<file path="src/source/bpu_pkg.sv">
// shared types for the predictor, field widths fixed here (history 5 bits, tag pc[19:12])
package bpu_pkg;

    localparam int HIST_W = 5;                  // local history length
    localparam int TAG_W = 8;                   // btb tag, pc[19:12]
    localparam logic [31:0] INIT_PC = 32'h1c00_0000;

    typedef enum logic [1:0] {
        BR_NORMAL = 2'd0,                       // conditional
        BR_JUMP   = 2'd1,                       // direct jump, b
        BR_CALL   = 2'd2,                       // bl, pushes ras
        BR_RET    = 2'd3                        // jirl return, pops ras
    } br_type_e;

    typedef struct packed {
        logic             valid;
        br_type_e         br_type;
        logic [TAG_W-1:0] tag;
        logic [31:0]      target;
    } btb_entry_t;

    // one back end correction, history and cnt as seen at prediction time
    typedef struct packed {
        logic              update;
        logic [31:0]       pc;
        logic              taken;
        br_type_e          br_type;
        logic              is_branch;
        logic              type_miss;
        logic              target_miss;
        logic [HIST_W-1:0] history;
        logic [1:0]        cnt;
        logic [31:0]       target_pc;
    } correct_info_t;

    typedef struct packed {
        logic [31:0]       target_pc;
        logic [31:0]       next_pc;           // pc after this slot
        logic              is_branch;
        br_type_e          br_type;
        logic              taken;
        logic [1:0]        cnt;
        logic [HIST_W-1:0] history;
        logic              need_update;       // btb miss
    } predict_info_t;

    typedef struct packed {
        logic [31:0]             pc;
        logic [1:0]              mask;        // bit i set, slot i usable
        predict_info_t [1:0]     predict_infos;
    } fetch_bundle_t;

    // fold of two pc fields, caller keeps the low index bits
    // low 9 bits give pc[11:3] ^ pc[17:9]
    function automatic logic [31:0] bpu_idx_fold(input logic [31:0] pc);
        return {3'b0, pc[31:3]} ^ {9'b0, pc[31:9]};
    endfunction

    function automatic logic [TAG_W-1:0] bpu_tag(input logic [31:0] pc);
        return pc[12 +: TAG_W];
    endfunction

endpackage
</file>
<file path="src/source/bpu_fetch_queue.sv">
// bundle fifo to fetch, flush empties it and blocks output that cycle, any depth >= 2
module bpu_fetch_queue import bpu_pkg::*; #(
    parameter int FQ_DEPTH = 4
) (
    input  logic          clk,
    input  logic          rst_n,
    input  logic          flush_i,
    input  logic          in_valid_i,
    input  fetch_bundle_t in_bundle_i,
    output logic          in_ready_o,
    output logic          out_valid_o,
    output fetch_bundle_t out_bundle_o,
    input  logic          out_ready_i
);
    localparam int PTR_W = $clog2(FQ_DEPTH);
    localparam int CNT_W = $clog2(FQ_DEPTH + 1);

    logic [PTR_W-1:0] wr_ptr;
    logic [PTR_W-1:0] rd_ptr;
    logic [CNT_W-1:0] count;
    logic             push;
    logic             pop;

    fetch_bundle_t mem [FQ_DEPTH];

    assign in_ready_o = (count != CNT_W'(FQ_DEPTH));
    assign out_valid_o = (count != '0) && !flush_i;  // stale entries never leave
    assign out_bundle_o = mem[rd_ptr];

    assign push = in_valid_i && in_ready_o;
    assign pop = out_valid_o && out_ready_i;

    always_ff @(posedge clk) begin
        if (!rst_n || flush_i) begin
            wr_ptr <= '0;
            rd_ptr <= '0;
            count <= '0;
        end else begin
            if (push) begin
                wr_ptr <= (wr_ptr == PTR_W'(FQ_DEPTH - 1)) ? '0 : wr_ptr + 1'b1;
            end
            if (pop) begin
                rd_ptr <= (rd_ptr == PTR_W'(FQ_DEPTH - 1)) ? '0 : rd_ptr + 1'b1;
            end
            if (push && !pop) begin
                count <= count + 1'b1;
            end else if (pop && !push) begin
                count <= count - 1'b1;        // push and pop together keep count
            end
        end
    end

    always_ff @(posedge clk) begin
        if (push) begin
            mem[wr_ptr] <= in_bundle_i;
        end
    end

endmodule

</file>
<file path="config.mk">
export PLATFORM = sky130hd
export DESIGN_NAME = bpu_fetch_queue
export DESIGN_NICKNAME = d
export VERILOG_FILES = /design/src/source/bpu_pkg.sv /design/src/source/bpu_fetch_queue.sv
export SDC_FILE = /design/constraint.sdc
export NUM_CORES = 1
export LEC_CHECK = 0
export BUFFER_PORTS_ARGS = -buffer_cell sky130_fd_sc_hd__buf_2
export CORE_MARGIN = 2
export CORE_UTILIZATION = 40
export CTS_CLUSTER_DIAMETER = 40
export DETAILED_ROUTE_END_ITERATION = 12
export SYNTH_ARGS = -nofsm -noshare
export SYNTH_HDL_FRONTEND = slang
export SYNTH_SLANG_ARGS = --single-unit
</file>
<file path="constraint.sdc">
create_clock -name clk -period 7.47 [get_ports clk]
set_input_delay 1.494 -clock clk [delete_from_list [all_inputs] [get_ports clk]]
set_output_delay 1.494 -clock clk [all_outputs]
set_load 0.05 [all_outputs]
</file>
## After elaboration in Yosys (flattened, before gate mapping)

Memories as Yosys holds them, arrays and structs flattened. A register that Yosys moved wholly into a read port is not among the register bits.
Index checks and enable logic that the tools add are counted.

- Flip-flop bits (word level): 7
- Latch bits: 0
- Memory bits (writable): 744
- ROM bits: 0
- Bits of input ports: 191
- Output and inout port bits: 188
- Logic and storage cells: 31
- Memories kept: 1

Memory list:

| memory | words | bits a word | rd ports | clocked after Yosys merged registers in | wr ports | line | RTL |
|---|---|---|---|---|---|---|---|
| mem | 4 | 186 | 1 | 1 | 1 | bpu_fetch_queue.sv:24 | `fetch_bundle_t mem [FQ_DEPTH];` |

- Add/sub/neg operators: 4
- Multipliers: 0
- Div/mod/pow operators: 0
- Order comparisons: 0
- Equality and inequality tests: 3
- Shift operators: 0
- Mux-type cells: 8
- Bitwise operators: 0
- Reductions and logical operators: 12

Operator list:

| operator | count |
|---|---|
| 2-bit two-way mux | 4 |
| 3-bit two-way mux | 2 |
| 1-bit logical AND | 5 |
| 2-bit by 1-bit adder with 2-bit output, second input constant | 2 |
| 2-bit equality test, second input constant | 2 |
| 1-bit logical NOT | 4 |
| 3-bit by 1-bit adder with 3-bit output, second input constant | 1 |
| 3-bit inequality test, second input constant | 1 |
| 3-bit nonzero test | 1 |
| 3-bit by 1-bit subtractor with 3-bit output, second input constant | 1 |
| 1-bit two-way mux | 2 |
| 2-bit nonzero test | 1 |
| 1-bit logical OR | 1 |

## Logic depth before layout (Yosys ltp)

Gate-level depths: netlist of the first run.

- Depth in word-level cells: 6
- Depth in mapped cells: 9

## Worst setup path before layout of the first run

Ideal clock, no wire load.

- Kind: input to register
- From: in in_valid_i
- To: mem mem[3][0] (netlist name) (enable)
- Library setup time: 465 ps
- Arrival time: 3756 ps
- Data required time: 7005 ps
- Slack: 3249 ps
- Cell stages on the path: 1
- Buffers on the path: 0
- Path through: and3_2

- Cells in the longest elaborated chain, start to end: 3

RTL lines:

| item | line | RTL |
|---|---|---|
| start, declared | bpu_fetch_queue.sv:8 | `input logic in_valid_i,` |
| 1-bit logical AND | bpu_fetch_queue.sv:30 | `assign push = in_valid_i && in_ready_o;` |
| 1-bit two-way mux | bpu_fetch_queue.sv:54 | `if (push) begin` |
| 1-bit two-way mux (not written as such) | bpu_fetch_queue.sv:55 | `mem[wr_ptr] <= in_bundle_i;` |
| end, declared | bpu_fetch_queue.sv:24 |  |

No other way between the ends.

==> flow_summary.toml, run 1 <==
[run_status]
status = "completed"

[routing]
wl_met3_mm = 4.37
top_layer = "met5"
wl_met1_mm = 22.0
drt_wl_total_mm = 54.6
drtPass1Iterations = 5
vias = 12400
drtIter0Drc = 912
wl_per_cell_um = 22.4
ant_nets = 0
routed_via_density = 5.08
drc = 0
dr_wl_met2_mm = 26.9

[sta]
period_needed_ns = 4.30
setup_violations = 0
slew_headroom = 0.350
hold_viol_final = 0
hold_ws_ns = 0.509
period_share = 0.576
max_freq_ghz = 0.232
worstMarginPinSlew_ns = 0.975
rsz0062_at_grt = "no"
finalMaxSlewViolations = 0
fin_setup_tns_ns = 0
skew_ns = 0.0265

[critical_path]
critPathKind = "flop to primary output"
end_kind = "primary output"
start_kind = "flop"
reg2reg_depth = 3
path_cells = "buf_4 -> mux4_2 -> buf_2"
cp_max_fo = 56
rrSetupSlack_ns = 4.81
cp_slowest_cell = "buf_4"
cp.required_ns = 5.98
arrival_ns = 2.81
max_stage_delay_ns = 0.76

[global_route]
gr-total-overflow = 0
grt_usage = 0.154
antenna_found_initial = 13
grt_pass1_vias = 13300
grt_max_degree = 100
grt_pass1_wl_mm = 81.7

[synth]
postSynthAreaPerCell_sq_um = 26.7
synth_nets = 1221
synthTopCellsByArea = "edfxtp_1 82%, mux4_2 15%, buf_6 0.70%"
ys.warnings.count = 0
ys_types = 26
synth_top_cell_area_share = 0.817
netlist_instances = 1023
synth_seq_area_share = 0.824
ys_async_sr_fraction = 0
synth_top_area_cell = "edfxtp_1"
synthFlopType = "edfxtp_1"
synth-edff-count = 744
ys_ff_latch = 753
syn_area_sq_um = 27300

[final_layout]
area_delta_synth_final_pct = 24.1
layout-drive-gt1-share = 0.490
fin_nets = 1674

[worst_hold_path]
hold_depth = 2
min_path_type = "flop to flop"

[clocking]
cts.repair.resized = 0
clock_path_buffers = 3
cts_tree = "yes"
insertion_delay_ns = 0.65
cts-root-buf = "clkbuf_16"
hold_buffers = 0
clk_pin_slew_ns = 0.06
cts.htree.levels = 3
numCtsBuffers = 105
cts_setup_buffers = 0
clkSinkCount = 753

[place]
dp_hpwl_mm = 31.7
portBuffers = 378
place_congestion = 0.723

[floorplanning]
die_w_um = 265
core_area_sq_um = 67400
start_util = 0.406
rows = 95
die-area_sq_um = 70400
die_y_um = 265
io-pin-count = 379

[power_and_ir_drop]
combPwrFrac = 0.069
leakagePower_nw = 11.3
vdd.ir_drop.worst_mv = 0.197
clkPwrFrac = 0.478
p_per_area_nw_per_um2 = 313
p_seq_frac = 0.453
p_int_mw = 8.17
sw_frac_of_total = 0.231
p_sw_mw = 2.45

[run]
max_cap_violations = 0
layout by cell type, fill, tap and decap left out, types with 2 or more instances in the layout:
cell	instances
clkinv_2	17
buf_2	378
dfxtp_4	2
bufinv_16	16
nand2_1	3
mux4_2	186
inv_8	6
inv_1	3
clkinvlp_4	13
and3_4	4
dfxtp_1	7
inv_6	10
diode_2	4
ha_1	6
buf_12	7
o31ai_1	2
clkinv_8	2
xor2_1	2
buf_4	5
nor2_1	4
clkbuf_1	6
clkbuf_16	105
edfxtp_1	744
inv_16	3
clkinv_4	9
mux2i_1	3
clkinv_1	8
nand4_1	2
logic make-up (layout without fill, tap and decap cells):
family                   after synthesis  after routing  share of synthesized area
adder cells (fa/ha/maj)                7              7                    0.00348
AND/OR/NAND/NOR                       21             21                    0.00462
other                                  0              4                          0
multiplexers                         189            189                      0.154
flip-flops                           753            753                      0.824
AO/OA/AOI/OAI                          4              4                   0.000915
buffers and inverters                 47            589                     0.0121
XOR/XNOR                               2              2                   0.000641
path summary, 6_finish.rpt:
check / end / from
max: out_bundle_o[59] / flop
min: flop / rd_ptr[0]
max reg2reg: mem[0][180] / count[0]
min reg2reg: flop / rd_ptr[0]
power by group through the flow:
stage	combinational [mW]	sequential [mW]	clock, mW
after CTS	0.744	4.81	5.20
final	0.731	4.81	5.08
after floorplan	0.505	4.90	0
after global placement	0.733	4.89	0
after detailed placement	0.743	4.90	0
after global routing	0.770	4.82	5.38
cells in the mapped netlist (2+ instances only):
library cell and n:
and3_2 4, buf_2 21, buf_6 17, clkbuf_1 6, dfxtp_1 9, edfxtp_1 744, ha_1 6, inv_1 3
mux2i_1 3, mux4_2 186, nand2_1 3, nand4_1 2, nor2_1 4, o31ai_1 2, xor2_1 2
routing by layer:
layer	GRT usage	vias up
li1	-	5403
met1	0.198	6516
met2	0.246	357
met3	0.0563	111
met4	0.0472	20
met5	0	-
layout make-up:
class                      instances  area [sq um]
inverter                           3          11.3
fill                            5366         33500
clock buffer                     111          2650
clock inverter                    85          1050
multi-input combinational        223          4500
sequential                       753         22500
tap                              873          1090
antenna                            4          10.0
timing repair buffer             390          2070
stage by stage:
step	utilization	instance area, sq um	power [mW]	std cells	setup slack [ns]
2_1_floorplan	-	27300	5.40	1023	3.25
3_3_place_gp	0.448	30200	5.62	2242	3.77
3_5_place_dp	0.448	30200	5.64	2242	3.75
4_1_cts	0.503	33900	10.8	2438	3.05
5_1_grt	0.503	33900	11.0	2440	2.99
6_report	0.503	33900	10.6	2442	3.17
critical path, delay by kind of cell, from the launching register on:
family / cells / cell delay [ns]
buffers and inverters: 2 / 0.99
flip-flops: 1 / 0.71
multiplexers: 1 / 0.41
sequential cells by signal (all words and copies together), names as in the netlist, named ones only:
register  count
wr_ptr        2
rd_ptr        2
count         3
mem         744
(Power assumes the default switching activity.)
==> run 2: changes to the inputs <==
--- a/config.mk
+++ b/config.mk
@@ -5,6 +5,7 @@
 export SDC_FILE = /design/constraint.sdc
 export NUM_CORES = 1
 export LEC_CHECK = 0
+export ABC_AREA = 1
 export BUFFER_PORTS_ARGS = -buffer_cell sky130_fd_sc_hd__buf_2
 export CORE_MARGIN = 2
 export CORE_UTILIZATION = 40
==> constraint.sdc (replaced) <==
create_clock -name clk -period 3.59 [get_ports clk]
set_input_delay 0.718 -clock clk [delete_from_list [all_inputs] [get_ports clk]]
set_output_delay 0.718 -clock clk [all_outputs]
set_load 0.05 [all_outputs]
==> flow_summary.toml, run 2 <==
[run_status]
status = "completed"

[critical_path]
arrival_ns = 2.60
cp_max_fo = 77
start_kind = "flop"
critPathKind = "flop to primary output"
cp.required_ns = 2.87
end_kind = "primary output"

[routing]
wl_per_cell_um = 20.0
vias = 17100
dr_wl_met2_mm = 33.5
ant_nets = 0
wl_met3_mm = 5.03
drtIter0Drc = 1126
routed_via_density = 5.19
drt_wl_total_mm = 66.2
drc = 0
wl_met1_mm = 26.2
top_layer = "met5"
drtPass1Iterations = 5

[global_route]
grt_pass1_wl_mm = 97.8
grt_pass1_vias = 17300
grt_usage = 0.179
gr-total-overflow = 0
antenna_found_initial = 19
grt_max_degree = 130

[synth]
postSynthAreaPerCell_sq_um = 14.9
ys_async_sr_fraction = 0
synth_nets = 2066
syn_area_sq_um = 27900
ys_ff_latch = 753
synth_commonest_cells = "744 x edfxtp_1, 390 x nor2_1, 353 x o21ai_0"
synth_top_cell_area_share = 0.802
ys.warnings.count = 0
synthTopCellsByArea = "edfxtp_1 80%, o21ai_0 6.3%, nor2_1 5.3%"
synth_seq_area_share = 0.808
ys_types = 19
synth_top_area_cell = "edfxtp_1"
netlist_instances = 1868
synth_most_common_cell = "edfxtp_1"
synth-edff-count = 744
synthFlopType = "edfxtp_1"

[floorplanning]
start_util = 0.405
die-area_sq_um = 71800
die_w_um = 268
core_area_sq_um = 68800
die_y_um = 268
rows = 96
io-pin-count = 379

[final_layout]
design_area_sq_um = 34500
multi_input_area_sq_um = 4730
area_delta_synth_final_pct = 23.8
layout-drive-gt1-share = 0.254
final_cells = 3304
layout_common_cells = "744 x edfxtp_1, 386 x nor2_1, 378 x buf_2"
fin_nets = 2475
fill_cells = 5768
largest_reg_flops = 744
layout_commonest_cell = "edfxtp_1"
ff_latch_area_sq_um = 22500
top_regs = "mem (744), count (3)"
regMostFlops = "mem"

[place]
dpl_cell_area_sq_um = 31100
portBuffers = 378
place_congestion = 0.770
pre_cts_ws_ns = 0.726
place_inst = 3104
dp_hpwl_mm = 37.4

[sta]
period_needed_ns = 3.32
hold_viol_final = 0
worstMarginPinSlew_ns = 0.984
finalMaxSlewViolations = 0
max_freq_ghz = 0.302
skew_ns = 0.0265
finalWorstSetupSlack_ns = 0.275
rsz0062_at_grt = "no"
setup_violations = 0
slew_headroom = 0.343
fin_setup_tns_ns = 0
period_share = 0.923

[power_and_ir_drop]
leakagePower_nw = 12.2
p_per_area_nw_per_um2 = 629
vdd.ir_drop.worst_mv = 0.456

[worst_hold_path]
min_path_type = "input port to flop"

[clocking]
clkSinkCount = 753
numCtsBuffers = 101
cts_tree = "yes"
cts-root-buf = "clkbuf_16"
cts.htree.levels = 3
insertion_delay_ns = 0.64
clock_path_buffers = 3
hold_buffers = 0
clk_pin_slew_ns = 0.05

[run]
max_cap_violations = 0
==> run 2: cell types whose count changed after synthesis, sizes merged, moves of 3 or more <==
cell / before / now
nor2: 4 / 390
buf: 38 / 49
mux4: 186 / 0
clkbuf: 6 / 73
and3: 4 / 0
o22ai: 0 / 186
o21ai: 1 / 374
nand2: 3 / 14
mux2i: 3 / 0
inv: 3 / 17
==> run 2: cell families (layout without fill, tap and decap cells) <==
family          Yosys count  after routing  share of synthesized area
flops                   753            753                      0.808
compound gates          562            562                      0.109
simple gates            406            406                     0.0548
buf+inv                 139            632                     0.0242
fa+ha+maj                 7              7                    0.00341
xor+xnor                  1              1                   0.000314
other cells               0             12                          0
==> run 2: critical path: stages, from the launching register on <==
cell	delay (ns)
dfxtp_4	0.48
inv_8	0.42
buf_12	0.38
o21ai_0	0.13
o22ai_1	0.20
buf_2	0.31
==> run 2: metal layers <==
metal,GRT usage,vias to the layer above
met5,0,-
met4,0.0616,22
met3,0.0539,113
met2,0.313,474
met1,0.209,8583
li1,-,7941
==> run 2: final timing paths <==
| check | from | end | slack [ns] | depth (start not counted) |
|---|---|---|---|---|
| worst max-delay path | flop | out_bundle_o[23] | 0.27 | 5 |
| worst min-delay path | in_bundle_i[12] | mem[0][12] | 0.29 | 1 |
| worst max register to register | count[0] | mem[1][144] | 1.33 | 5 |
| worst min register to register | count[1] | count[1] | 0.52 | 2 |
==> run 2: repair_timing <==
action / 4_1_cts / 5_1_grt
setup buffers: 0 / 1
gates resized for setup: 0 / 2
endpoints found under the hold margin: 0 / 0
setup endpoints to repair: 0 / 23
==> run 2: where the power goes <==
part | total, mW | internal (mW) | switching [mW]
logic | 1.85 | 0.409 | 1.44
registers | 10.1 | 9.99 | 0.0662
clock network | 9.80 | 6.03 | 3.78
==> run 2: layout make-up <==
class | count | share of cell area
diodes | 12 | 0.000870
clock buffers | 115 | 0.0769
clock inverters | 72 | 0.0215
inverters | 17 | 0.00214
multi-input cells | 976 | 0.137
flip-flops and latches | 753 | 0.653
well taps | 931 | 0.0337
repair buffers | 428 | 0.0751
==> run 2: through the flow <==
stage / total power [mW] / hold WS, ns / utilization
finish: 21.7 / 0.289 / 0.501
detailed placement: 12.1 / 0.506 / 0.451
global placement: 12.1 / 0.478 / 0.451
floorplan: 11.5 / 0.470 / -
global route: 22.4 / 0.256 / 0.501
CTS: 21.9 / 0.238 / 0.501
==> run 3: changes to the inputs <==
--- a/config.mk
+++ b/config.mk
@@ -7,8 +7,9 @@
 export LEC_CHECK = 0
 export ABC_AREA = 1
 export BUFFER_PORTS_ARGS = -buffer_cell sky130_fd_sc_hd__buf_2
+export CAP_MARGIN = 10
 export CORE_MARGIN = 2
-export CORE_UTILIZATION = 40
+export CORE_UTILIZATION = 38
 export CTS_CLUSTER_DIAMETER = 40
 export DETAILED_ROUTE_END_ITERATION = 12
 export SYNTH_ARGS = -nofsm -noshare
==> constraint.sdc (replaced) <==
create_clock -name clk -period 3.3 [get_ports clk]
set_input_delay 0.66 -clock clk [delete_from_list [all_inputs] [get_ports clk]]
set_output_delay 0.66 -clock clk [all_outputs]
set_load 0.05 [all_outputs]
==> flow_summary.toml, run 3 (synthesis results as in run 2) <==
[run_status]
status = "completed"

[global_route]
grt_usage = 0.168
grt_pass1_vias = 17200
gr-total-overflow = 0
grt_pass1_wl_mm = 96.7
grt_max_degree = 147
antenna_found_initial = 21

[power_and_ir_drop]
p_int_mw = 18.1
clkPwrFrac = 0.463
vdd.ir_drop.worst_mv = 0.513
sw_frac_of_total = 0.248
combPwrFrac = 0.083
p_per_area_nw_per_um2 = 697
leakagePower_nw = 12.2
p_seq_frac = 0.454
p_sw_mw = 5.99

[sta]
hold_viol_final = 0
slew_headroom = 0.423
period_share = 0.969
max_freq_ghz = 0.313
setup_violations = 0
skew_ns = 0.0282
finalWorstSetupSlack_ns = 0.102
period_needed_ns = 3.20
hold_ws_ns = 0.221
finalMaxSlewViolations = 0
rsz0062_at_grt = "no"
worstMarginPinSlew_ns = 0.866

[clocking]
numCtsBuffers = 106
clock_path_buffers = 3
cts.repair.resized = 0
cts.htree.levels = 3
clk_pin_slew_ns = 0.06
hold_buffers = 0
insertion_delay_ns = 0.65
cts_tree = "yes"
clkSinkCount = 753
cts-root-buf = "clkbuf_16"

[final_layout]
largest_reg_flops = 744
design_area_sq_um = 34600
area_delta_synth_final_pct = 24.3
layout-drive-gt1-share = 0.256
fin_nets = 2461
layout_commonest_cell = "edfxtp_1"
final_util = 0.476
layout_common_cells = "744 x edfxtp_1, 385 x nor2_1, 378 x buf_2"
top_regs = "mem (744), count (3)"
regMostFlops = "mem"

[routing]
drc = 0
drtIter0Drc = 1156
drt_wl_total_mm = 65.7
wl_met1_mm = 25.9
wl_met3_mm = 5.15
vias = 17000
wl_per_cell_um = 19.8
drtPass1Iterations = 4
dr_wl_met2_mm = 33.0
routed_via_density = 5.12
ant_nets = 0
top_layer = "met5"

[worst_hold_path]
hold_depth = 1
min_to = "mem[1][59]"
min_path_type = "input port to flop"
holdCritStartpoint = "in_bundle_i[59]"

[place]
dp_hpwl_mm = 35.8
dpl_cell_area_sq_um = 31000
portBuffers = 378
place_congestion = 0.718
pre_cts_ws_ns = 0.768

[critical_path]
path_cells = "buf_12 -> o21ai_0 -> o22ai_1 -> buf_2"
cp.required_ns = 2.64
max_stage_delay_ns = 0.43
end_kind = "primary output"
rr_endpoint = "count[2]"
cp_slowest_cell = "dfxtp_4"
r2r-start = "count[1]"
start_kind = "flop"
reg2reg_depth = 12
rrSetupSlack_ns = 1.38
critPathKind = "flop to primary output"
cp_max_fo = 147
arrival_ns = 2.54

[floorplanning]
die-area_sq_um = 75500
die_w_um = 275
io-pin-count = 379
start_util = 0.383
die_y_um = 275
rows = 99
core_area_sq_um = 72800

[run]
max_cap_violations = 0
==> run 3: how the worst max path moves through the flow <==
| stage | endpoint | depth (start not counted) |
|---|---|---|
| floorplan | mem[0][0] | 2 |
| global route | out_bundle_o[175] | 4 |
| CTS | out_bundle_o[68] | 5 |
| finish | out_bundle_o[175] | 4 |
| global placement | out_bundle_o[71] | 5 |
| detailed placement | out_bundle_o[68] | 5 |
==> run 3: what timing repair did <==
item / CTS / global route
endpoints found under the setup margin: 0 / 7
endpoints found under the hold margin: 0 / 0
buffers inserted: 0 / 1
==> run 3: metrics by stage <==
| stage | total power [mW] | cells | setup TNS (ns) |
|---|---|---|---|
| finish | 24.1 | 3323 | 0 |
| global route | 24.9 | 3317 | 0 |
| CTS | 24.4 | 3312 | 0 |
| detailed placement | 13.2 | 3113 | 0 |
| global placement | 13.1 | 3113 | 0 |
| floorplan | 12.5 | 1868 | -459.78 |
==> run 3: final cells by class <==
cell class                 count  area, sq um
antenna                       10         25.0
clock buffer                 121         2770
clock inverter                78          861
fill                        6212        38200
inverter                      17         78.8
multi-input combinational    976         4730
sequential                   753        22500
tap                          959         1200
timing repair buffer         409         2440
==> run 3: layer usage <==
metal,vias to the layer above,global-route usage
li1,7919,-
met3,129,0.0559
met1,8496,0.194
met4,30,0.0610
met5,-,0
met2,452,0.289
==> run 3: worst max-delay path: cells and delay by family (launching register included) <==
kind / cells / cell delay [ns]
compound gates: 2 / 0.50
buf+inv: 2 / 0.68
flops: 1 / 0.43
==> run 3: power groups by stage <==
stage               Combinational (mW)  Clock [mW]  Sequential (mW)
floorplan                         1.34           0             11.1
CTS                               2.03        11.4             10.9
global placement                  1.99           0             11.1
finish                            2.01        11.2             10.9
detailed placement                2.02           0             11.1
global route                      2.14        11.8             11.0
